$ cat config.mk
export PLATFORM = sky130hd
export DESIGN_NAME = trace_top
export DESIGN_NICKNAME = d
export VERILOG_FILES = /design/src/hdl/wb_pkg.sv /design/src/hdl/trace_pkg.sv /design/src/hdl/trace_capture.sv /design/src/hdl/trace_fifo.sv /design/src/hdl/trace_wb_writer.sv /design/src/hdl/trace_top.sv
export SDC_FILE = /design/constraint.sdc
export NUM_CORES = 1
export LEC_CHECK = 0
export ABC_AREA = 1
export ABC_CLOCK_PERIOD_IN_PS = 11240
export BUFFER_PORTS_ARGS = -buffer_cell sky130_fd_sc_hd__buf_4
export CAP_MARGIN = 20
export CORE_UTILIZATION = 35
export CTS_CLUSTER_SIZE = 8
export DETAILED_ROUTE_END_ITERATION = 16
export PLACE_DENSITY_LB_ADDON = 0.08
export SYNTH_ARGS = -nofsm -noshare
export SYNTH_HDL_FRONTEND = slang
export SYNTH_SLANG_ARGS = --single-unit
$ cat constraint.sdc
create_clock -name clk_i -period 11.24 [get_ports clk_i]
set_input_delay 2.248 -clock clk_i [delete_from_list [all_inputs] [get_ports clk_i]]
set_output_delay 2.248 -clock clk_i [all_outputs]
set_load 0.1 [all_outputs]
$ cat src/hdl/wb_pkg.sv
// Wishbone bus widths and byte select constants for the trace writer and its memory slave
package wb_pkg;

  // ----------------------------------------
  // Bus widths
  // ----------------------------------------

  // Byte address width
  localparam int WB_AW = 32;

  // Data width, one trace word per transfer
  localparam int WB_DW = 32;

  // One select bit per byte lane
  localparam int WB_SEL_W = WB_DW / 8;

  // Word address to byte address shift
  localparam int WB_ADR_LSB = 2;

  // ----------------------------------------
  // Select constants
  // ----------------------------------------

  // Full word write, every byte lane enabled
  localparam logic [WB_SEL_W-1:0] WB_SEL_ALL = {WB_SEL_W{1'b1}};

endpackage

$ cat src/hdl/trace_pkg.sv
// Trace record formats shared by the capture stage, the FIFO, the writer and the testbench
package trace_pkg;

  // ----------------------------------------
  // Field widths
  // ----------------------------------------

  // Cycle stamp carried in an instruction header
  localparam int CYCLE_W = 23;
  // Saturating drop count carried in an overflow header
  localparam int DROP_W  = 24;

  // ----------------------------------------
  // Record kinds
  // ----------------------------------------

  // Nonzero codes, so a cleared memory word never decodes as a record
  typedef enum logic [1:0] {
    REC_INSTR = 2'd1,
    REC_OVF   = 2'd2
  } rec_kind_e;

  // ----------------------------------------
  // Header views
  // ----------------------------------------

  // Header of a retired instruction
  typedef struct packed {
    rec_kind_e            kind;
    logic                 has_wdata;  // Fourth word holds rd write data
    logic                 compressed; // 16-bit encoding
    logic [4:0]           rd;         // Destination register, 0 when no write
    logic [CYCLE_W-1:0]   cycle;      // Cycle stamp at the retire edge
  } instr_hdr_t;

  // Header of an overflow record
  typedef struct packed {
    rec_kind_e            kind;
    logic [5:0]           rsvd;
    logic [DROP_W-1:0]    drop_cnt;   // Retirements lost before this record
  } ovf_hdr_t;

  // One header word, decoded by whichever view the kind field selects
  // Kind sits in the top two bits of both views
  typedef union packed {
    instr_hdr_t instr;
    ovf_hdr_t   ovf;
  } trace_hdr_u;

  // ----------------------------------------
  // Full record
  // ----------------------------------------

  // Word order in memory: header, PC, instruction, write data
  // word_cnt holds the number of valid words minus one
  //   0 -> overflow record, header only
  //   2 -> instruction without write data
  //   3 -> instruction with write data
  typedef struct packed {
    logic [1:0]  word_cnt;
    trace_hdr_u  hdr;
    logic [31:0] pc;
    logic [31:0] instr;
    logic [31:0] wdata;
  } trace_rec_t;

endpackage

$ cat src/hdl/trace_capture.sv
// Retire port sampler that stamps and packs trace records, and counts drops under back-pressure
module trace_capture (
  input  logic                clk_i,
  input  logic                rst_n,

  // Retire port of the core
  input  logic                retire_valid,
  input  logic [31:0]         retire_pc,
  input  logic [31:0]         retire_instr,
  input  logic                retire_compressed,

  // Register write-back, same cycle as retire_valid
  input  logic                rd_we,
  input  logic [4:0]          rd_addr,
  input  logic [31:0]         rd_wdata,

  // FIFO write side
  input  logic                full,
  output logic                push,
  output trace_pkg::trace_rec_t push_rec
);

  // ----------------------------------------
  // Counters
  // ----------------------------------------

  // Free-running stamp, wraps silently
  logic [trace_pkg::CYCLE_W-1:0] cycle_cnt;

  // Retirements lost since the last overflow record
  logic [trace_pkg::DROP_W-1:0]  drop_cnt;

  logic                          ovf_pending;
  logic                          push_ovf;
  logic                          push_instr;
  logic                          has_wdata;
  trace_pkg::trace_hdr_u         hdr;

  // Zero at the first edge after reset release
  always_ff @(posedge clk_i or negedge rst_n) begin
    if (!rst_n) begin
      cycle_cnt <= '0;
    end else begin
      cycle_cnt <= cycle_cnt + 1'b1;
    end
  end

  // ----------------------------------------
  // Push decision
  // ----------------------------------------

  assign ovf_pending = (drop_cnt != '0);

  // Overflow record goes first once there is room
  assign push_ovf    = ovf_pending && !full;

  // Instruction only when nothing is pending, keeps program order
  assign push_instr  = retire_valid && !full && !ovf_pending;

  assign push        = push_ovf || push_instr;

  // Writes to x0 carry no data
  assign has_wdata   = rd_we && (rd_addr != 5'd0);

  // Drop counter
  // A retirement in the cycle of the overflow push starts the next count
  always_ff @(posedge clk_i or negedge rst_n) begin
    if (!rst_n) begin
      drop_cnt <= '0;
    end else if (push_ovf) begin
      drop_cnt <= trace_pkg::DROP_W'(retire_valid);
    end else if (retire_valid && full) begin
      // Saturate rather than wrap
      if (drop_cnt != '1) begin
        drop_cnt <= drop_cnt + 1'b1;
      end
    end
  end

  // ----------------------------------------
  // Record packing
  // ----------------------------------------

  // Header through the view matching the record kind
  always_comb begin
    hdr = '0;
    if (ovf_pending) begin
      hdr.ovf.kind     = trace_pkg::REC_OVF;
      hdr.ovf.drop_cnt = drop_cnt;
    end else begin
      hdr.instr.kind       = trace_pkg::REC_INSTR;
      hdr.instr.has_wdata  = has_wdata;
      hdr.instr.compressed = retire_compressed;
      hdr.instr.rd         = rd_we ? rd_addr : 5'd0;
      hdr.instr.cycle      = cycle_cnt;
    end
  end

  always_comb begin
    push_rec.hdr   = hdr;
    push_rec.pc    = retire_pc;
    push_rec.instr = retire_instr;
    push_rec.wdata = has_wdata ? rd_wdata : 32'd0;
    // Word count minus one
    if (ovf_pending) begin
      push_rec.word_cnt = 2'd0;
    end else if (has_wdata) begin
      push_rec.word_cnt = 2'd3;
    end else begin
      push_rec.word_cnt = 2'd2;
    end
  end

endmodule

$ cat src/hdl/trace_fifo.sv
// Record FIFO between the capture stage and the Wishbone writer with a parameter depth
module trace_fifo #(
  parameter int FIFO_DEPTH = 4
) (
  input  logic                  clk_i,
  input  logic                  rst_n,
  input  logic                  push,
  input  trace_pkg::trace_rec_t push_rec,
  input  logic                  pop,
  output logic                  full,
  output logic                  empty,
  output trace_pkg::trace_rec_t head_rec
);

  localparam int PTR_W = (FIFO_DEPTH > 1) ? $clog2(FIFO_DEPTH) : 1;
  localparam int CNT_W = $clog2(FIFO_DEPTH + 1);

  // Record storage
  trace_pkg::trace_rec_t mem [FIFO_DEPTH];

  logic [PTR_W-1:0] wr_ptr;
  logic [PTR_W-1:0] rd_ptr;
  logic [CNT_W-1:0] count;
  logic [CNT_W-1:0] count_nxt;
  logic             do_push;
  logic             do_pop;

  // Guard against overrun and underrun
  assign do_push = push && !full;
  assign do_pop  = pop && !empty;

  // Pointer step that wraps at any depth
  function automatic logic [PTR_W-1:0] ptr_inc(input logic [PTR_W-1:0] ptr);
    if (ptr == PTR_W'(FIFO_DEPTH - 1)) begin
      return '0;
    end
    return ptr + 1'b1;
  endfunction

  // ----------------------------------------
  // Occupancy
  // ----------------------------------------

  // Push and pop together leave the count alone
  always_comb begin
    count_nxt = count;
    if (do_push && !do_pop) begin
      count_nxt = count + 1'b1;
    end else if (do_pop && !do_push) begin
      count_nxt = count - 1'b1;
    end
  end

  always_ff @(posedge clk_i or negedge rst_n) begin
    if (!rst_n) begin
      wr_ptr <= '0;
      rd_ptr <= '0;
      count  <= '0;
      full   <= 1'b0;
      empty  <= 1'b1;
    end else begin
      if (do_push) begin
        wr_ptr <= ptr_inc(wr_ptr);
      end
      if (do_pop) begin
        rd_ptr <= ptr_inc(rd_ptr);
      end
      count <= count_nxt;
      // Flags registered from the next count
      full  <= (count_nxt == CNT_W'(FIFO_DEPTH));
      empty <= (count_nxt == '0);
    end
  end

  // ----------------------------------------
  // Storage
  // ----------------------------------------

  always_ff @(posedge clk_i) begin
    if (do_push) begin
      mem[wr_ptr] <= push_rec;
    end
  end

  // Oldest record shows the cycle after its push
  assign head_rec = mem[rd_ptr];

endmodule

$ cat src/hdl/trace_wb_writer.sv
// Wishbone classic master that drains trace records word by word into a circular memory window
module trace_wb_writer #(
  parameter logic [wb_pkg::WB_AW-1:0] TRACE_BASE  = 32'h0001_0000,
  parameter int                       TRACE_WORDS = 64
) (
  input  logic                         clk_i,
  input  logic                         rst_n,

  // FIFO read side
  input  logic                         empty,
  input  trace_pkg::trace_rec_t        head_rec,
  output logic                         pop,

  // Wishbone master
  output logic                         wb_cyc,
  output logic                         wb_stb,
  output logic                         wb_we,
  output logic [wb_pkg::WB_AW-1:0]     wb_adr,
  output logic [wb_pkg::WB_DW-1:0]     wb_dat,
  output logic [wb_pkg::WB_SEL_W-1:0]  wb_sel,
  input  logic                         wb_ack
);

  // Window pointer wraps for free, TRACE_WORDS is a power of two
  localparam int PTR_W = $clog2(TRACE_WORDS);

  localparam logic ST_IDLE  = 1'b0;
  localparam logic ST_WRITE = 1'b1;

  logic             state;
  logic [1:0]       word_idx;   // Word of the head record on the bus
  logic [PTR_W-1:0] win_ptr;    // Next free word in the window
  logic             last_word;

  assign last_word = (word_idx == head_rec.word_cnt);

  // ----------------------------------------
  // Control FSM
  // ----------------------------------------

  always_ff @(posedge clk_i or negedge rst_n) begin
    if (!rst_n) begin
      state    <= ST_IDLE;
      word_idx <= '0;
      win_ptr  <= '0;
      pop      <= 1'b0;
      wb_cyc   <= 1'b0;
      wb_stb   <= 1'b0;
      wb_we    <= 1'b0;
    end else begin
      pop <= 1'b0;
      case (state)
        ST_IDLE: begin
          // Skip the cycle where the pop of the last record lands
          if (!empty && !pop) begin
            state    <= ST_WRITE;
            word_idx <= '0;
            wb_cyc   <= 1'b1;
            wb_stb   <= 1'b1;
            wb_we    <= 1'b1;
          end
        end
        ST_WRITE: begin
          if (!wb_stb) begin
            // Gap cycle done, start the next word
            wb_cyc <= 1'b1;
            wb_stb <= 1'b1;
            wb_we  <= 1'b1;
          end else if (wb_ack) begin
            wb_cyc  <= 1'b0;
            wb_stb  <= 1'b0;
            wb_we   <= 1'b0;
            win_ptr <= win_ptr + 1'b1;
            if (last_word) begin
              // Release the record one cycle after its last ack
              state <= ST_IDLE;
              pop   <= 1'b1;
            end else begin
              word_idx <= word_idx + 1'b1;
            end
          end
        end
        default: state <= ST_IDLE;
      endcase
    end
  end

  // ----------------------------------------
  // Address and data
  // ----------------------------------------

  // Stable while stb is high, inputs only move on ack or pop
  assign wb_adr = TRACE_BASE + (wb_pkg::WB_AW'(win_ptr) << wb_pkg::WB_ADR_LSB);

  always_comb begin
    case (word_idx)
      2'd0:    wb_dat = head_rec.hdr;
      2'd1:    wb_dat = head_rec.pc;
      2'd2:    wb_dat = head_rec.instr;
      default: wb_dat = head_rec.wdata;
    endcase
  end

  // Whole words only
  assign wb_sel = wb_pkg::WB_SEL_ALL;

endmodule

$ cat src/hdl/trace_top.sv
// Instruction trace unit top level, retire port in and Wishbone classic master out
module trace_top #(
  parameter int                       FIFO_DEPTH  = 4,
  parameter logic [wb_pkg::WB_AW-1:0] TRACE_BASE  = 32'h0001_0000,
  parameter int                       TRACE_WORDS = 64
) (
  input  logic                         clk_i,
  input  logic                         rst_n,

  // Core retire and write-back
  input  logic                         retire_valid,
  input  logic [31:0]                  retire_pc,
  input  logic [31:0]                  retire_instr,
  input  logic                         retire_compressed,
  input  logic                         rd_we,
  input  logic [4:0]                   rd_addr,
  input  logic [31:0]                  rd_wdata,

  // Wishbone master to system memory
  output logic                         wb_cyc,
  output logic                         wb_stb,
  output logic                         wb_we,
  output logic [wb_pkg::WB_AW-1:0]     wb_adr,
  output logic [wb_pkg::WB_DW-1:0]     wb_dat,
  output logic [wb_pkg::WB_SEL_W-1:0]  wb_sel,
  input  logic                         wb_ack
);

  // ----------------------------------------
  // Internal wires
  // ----------------------------------------

  logic                  push;
  logic                  full;
  logic                  empty;
  logic                  pop;
  trace_pkg::trace_rec_t push_rec;
  trace_pkg::trace_rec_t head_rec;

  // Producer, never stalls the core
  trace_capture i_capture (
    .clk_i, .rst_n,
    .retire_valid, .retire_pc, .retire_instr, .retire_compressed,
    .rd_we, .rd_addr, .rd_wdata,
    .full, .push, .push_rec
  );

  // Record buffer
  trace_fifo #(.FIFO_DEPTH(FIFO_DEPTH)) i_fifo (
    .clk_i, .rst_n,
    .push, .push_rec, .pop,
    .full, .empty, .head_rec
  );

  // Consumer on the bus
  trace_wb_writer #(.TRACE_BASE(TRACE_BASE), .TRACE_WORDS(TRACE_WORDS)) i_writer (
    .clk_i, .rst_n,
    .empty, .head_rec, .pop,
    .wb_cyc, .wb_stb, .wb_we, .wb_adr, .wb_dat, .wb_sel, .wb_ack
  );

endmodule

==> out/metrics.csv <==
metric;value;unit
power density cells;324;mW/mm²
status;finished clean;
Worst EP required;8.99;ns
Layout area overhead;17.5;%
crit path DAT;4.33;ns
fraction of registers with async set/reset;11.7;%
CTS max path bufs;3;
placed inst area;0.0262;mm²
Pwr Total;9240;µW
first-pass GRT wire length;104000;µm
Fill cells;6500;
Worst Hold Class;reg -> reg;
post-cts sizing count;0;
# DRC;0;
Leak;0.0105;µW
Synth area leader;edfxtp_1;
Synth top area share;63.3;%
worst-path cell chain;inv_6 -> buf_12 -> o21ai_0 -> o22ai_1 -> a21oi_1 -> a31oi_1 -> buf_4;
largest family of logic cells by synthesized area;simple AND/OR/NAND/NOR gates;
Primary FF master, synth;edfxtp_1;
Post-Synth XOR/XNOR Area;1.23;%
htree depth;3;
Rel. slew slack;30.8;%
worst-path fanout max;178;
Starting Density;35.4;%
Syn Area/Cell;11.7;µm²
die area;0.0704;mm²
worst slew pin tran;1.04;ns
Setup crit end kind;output pin;
CP top delay family;buffers and inverters;
Netlist cell types;41;
Netlist Area Pre-Place;0.0243;mm²
CTS tree;yes;
largest net degree at the start of global routing;179;
maximum VDD drop;0.292;mV
critical path type;reg -> out;
register area;0.0171;mm²
Commonest cells post-synth;edfxtp_1, nor2_1, nand2_1;
most frequent cell after synthesis;edfxtp_1;
layout cell share with drive strength beyond 1;13.1;%
Cells after Synth;2084;
Post-Layout Inst Area;0.0285;mm²
Post-Synth Adder-Cell Area;0.773;%
vias in the first global route;15800;
GR Overflow Total;0;
area of the multi-input gates;0.00618;mm²
Final nets;2338;
GPL Wtd Cong;0.802;
CTS Buf Count;82;
initial antenna violation count;15;
proportion of synthesized area in mux cells;0;%
Seq/Total Area, Yosys;70.3;%
clock transition at the registers of the reported paths;0.05;ns
post-synthesis compound-gate area fraction;9.02;%
via count;16200;
Core Region;0.0686;mm²
skew final;0.0279;ns
die width;265;µm
Root Driver;clkbuf_16;
slowest stage delay, CP;0.81;ns
hold buffer count at CTS;0;
Antenna Violating Nets Remaining;0;
Clock Latency Late Sink;0.62;ns
RSZ-0062 raised after global routing;false;
Post-synth EDFFs;512;
fmax;0.152;GHz
startpoint type of the worst setup path;flip-flop;
final setup fails;0;
Initial DRC Count;1168;
register bit total from synthesis;580;
Final period util;58.6;%
Max-Cap Viols;0;
simple-gate share of the synthesized area;13.8;%
largest cells by area after synthesis;edfxtp_1, dfrtp_1, nor2_1;
Pre-Repair DR Iteration Count;5;
CP Buf/Inv Count;3;
minimum clock period;6.58;ns
Sink Count;580;
die height;265;µm
final hold vios;0;
wire per inst;22.1;µm
routed vias/inst;5.07;
YS warnings;0;
Port Buffers;147;
post-DP HPWL;41200;µm
Worst path slowest cell;dfrtp_4;
# rows;96;
max-slew violation count;0;
# IOs;178;
total track usage;19.9;%
Post-CTS Setup Repair Bufs;0;
WL final;70600;µm
Setup TNS;0;ns
R2R Setup Slk;7.87;ns
## layer usage
metal	vias to the layer above	share of wire, %	routed length (µm)	global-route usage (%)
met5	-	0.075	53	0
met4	10	2.3	1630	6.75
met3	110	5.9	4170	3.93
met2	414	48	33700	32.0
met1	8096	44	31100	27.0
li1	7572	-	-	-
## registers in the layout, indices dropped and copies added, names as in the netlist
| register | flops |
|---|---|
| i_fifo.mem | 512 |
| i_capture.drop_cnt | 24 |
| i_capture.cycle_cnt | 23 |
| i_writer.win_ptr | 6 |
| i_fifo.count | 3 |
| i_fifo.rd_ptr | 2 |
| i_fifo.wr_ptr | 2 |
| i_writer.word_idx | 2 |
| i_fifo.empty | 1 |
| i_fifo.full | 1 |
| i_writer.pop | 1 |
| i_writer.state | 1 |
| i_writer.wb_cyc | 1 |
| i_writer.wb_stb | 1 |
## worst paths after layout
kind	from	to	cells after the start
hold reg to reg	i_capture.cycle_cnt[0]	i_capture.cycle_cnt[0]	1
max in group asynchronous	rst_n	i_fifo.rd_ptr[1]	1
setup reg to reg	i_fifo.rd_ptr[0]	i_writer.state	10
hold / removal	i_capture.cycle_cnt[0]	i_capture.cycle_cnt[0]	1
min in group asynchronous	rst_n	i_writer.win_ptr[0]	1
setup / recovery	i_fifo.rd_ptr[0]	wb_dat[24]	7
## layout make-up
type | count | area share (%)
Inverter | 116 | 1.57
Clock inverter | 4 | 0.224
Clock buffer | 125 | 7.98
Tap cell | 931 | 4.08
Sequential cell | 580 | 59.9
Multi-Input combinational cell | 1272 | 21.7
Timing Repair Buffer | 164 | 4.53
Antenna cell | 6 | 0.0526
## stage by stage
step	utilization [%]	std cells	worst slack [ns]	hold slack, ns
6_report	41.6	3198	4.66	0.471
5_1_grt	41.6	3194	4.57	0.485
4_1_cts	41.6	3192	4.81	0.474
3_5_place_dp	38.2	3063	5.47	0.462
3_3_place_gp	38.2	3063	5.38	0.461
2_1_floorplan	-	2112	2.67	0.435
## placed cells by master (no fill, tap or decap), drive strengths merged
master / count
a21oi: 45
inv: 117
nand4: 12
xnor2: 5
clkbuf: 125
clkinv: 3
or2: 1
o22ai: 96
dfrtp: 67
o31ai: 5
nor2: 329
nor3: 18
o21ai: 221
conb: 30
ha: 15
nor4: 5
diode: 6
buf: 164
nor3b: 1
a31oi: 33
nand3: 139
edfxtp: 512
xor2: 29
o21bai: 2
nand2: 284
dfstp: 1
nand3b: 2
## logic make-up after synthesis
kind of cell	Yosys count
and+or+nand+nor	791
DFF	580
AOI/OAI and AO/OA	402
buffers and inverters	260
xor gates and xnor gates	34
adders and majority gates	15
other	2
## power by group
part	switching, µW	internal [µW]
Clock	904	1380
Combinational	2890	738
Sequential	215	3120
Total	4010	5240
Note: power is estimated with default switching activity, not from simulation.
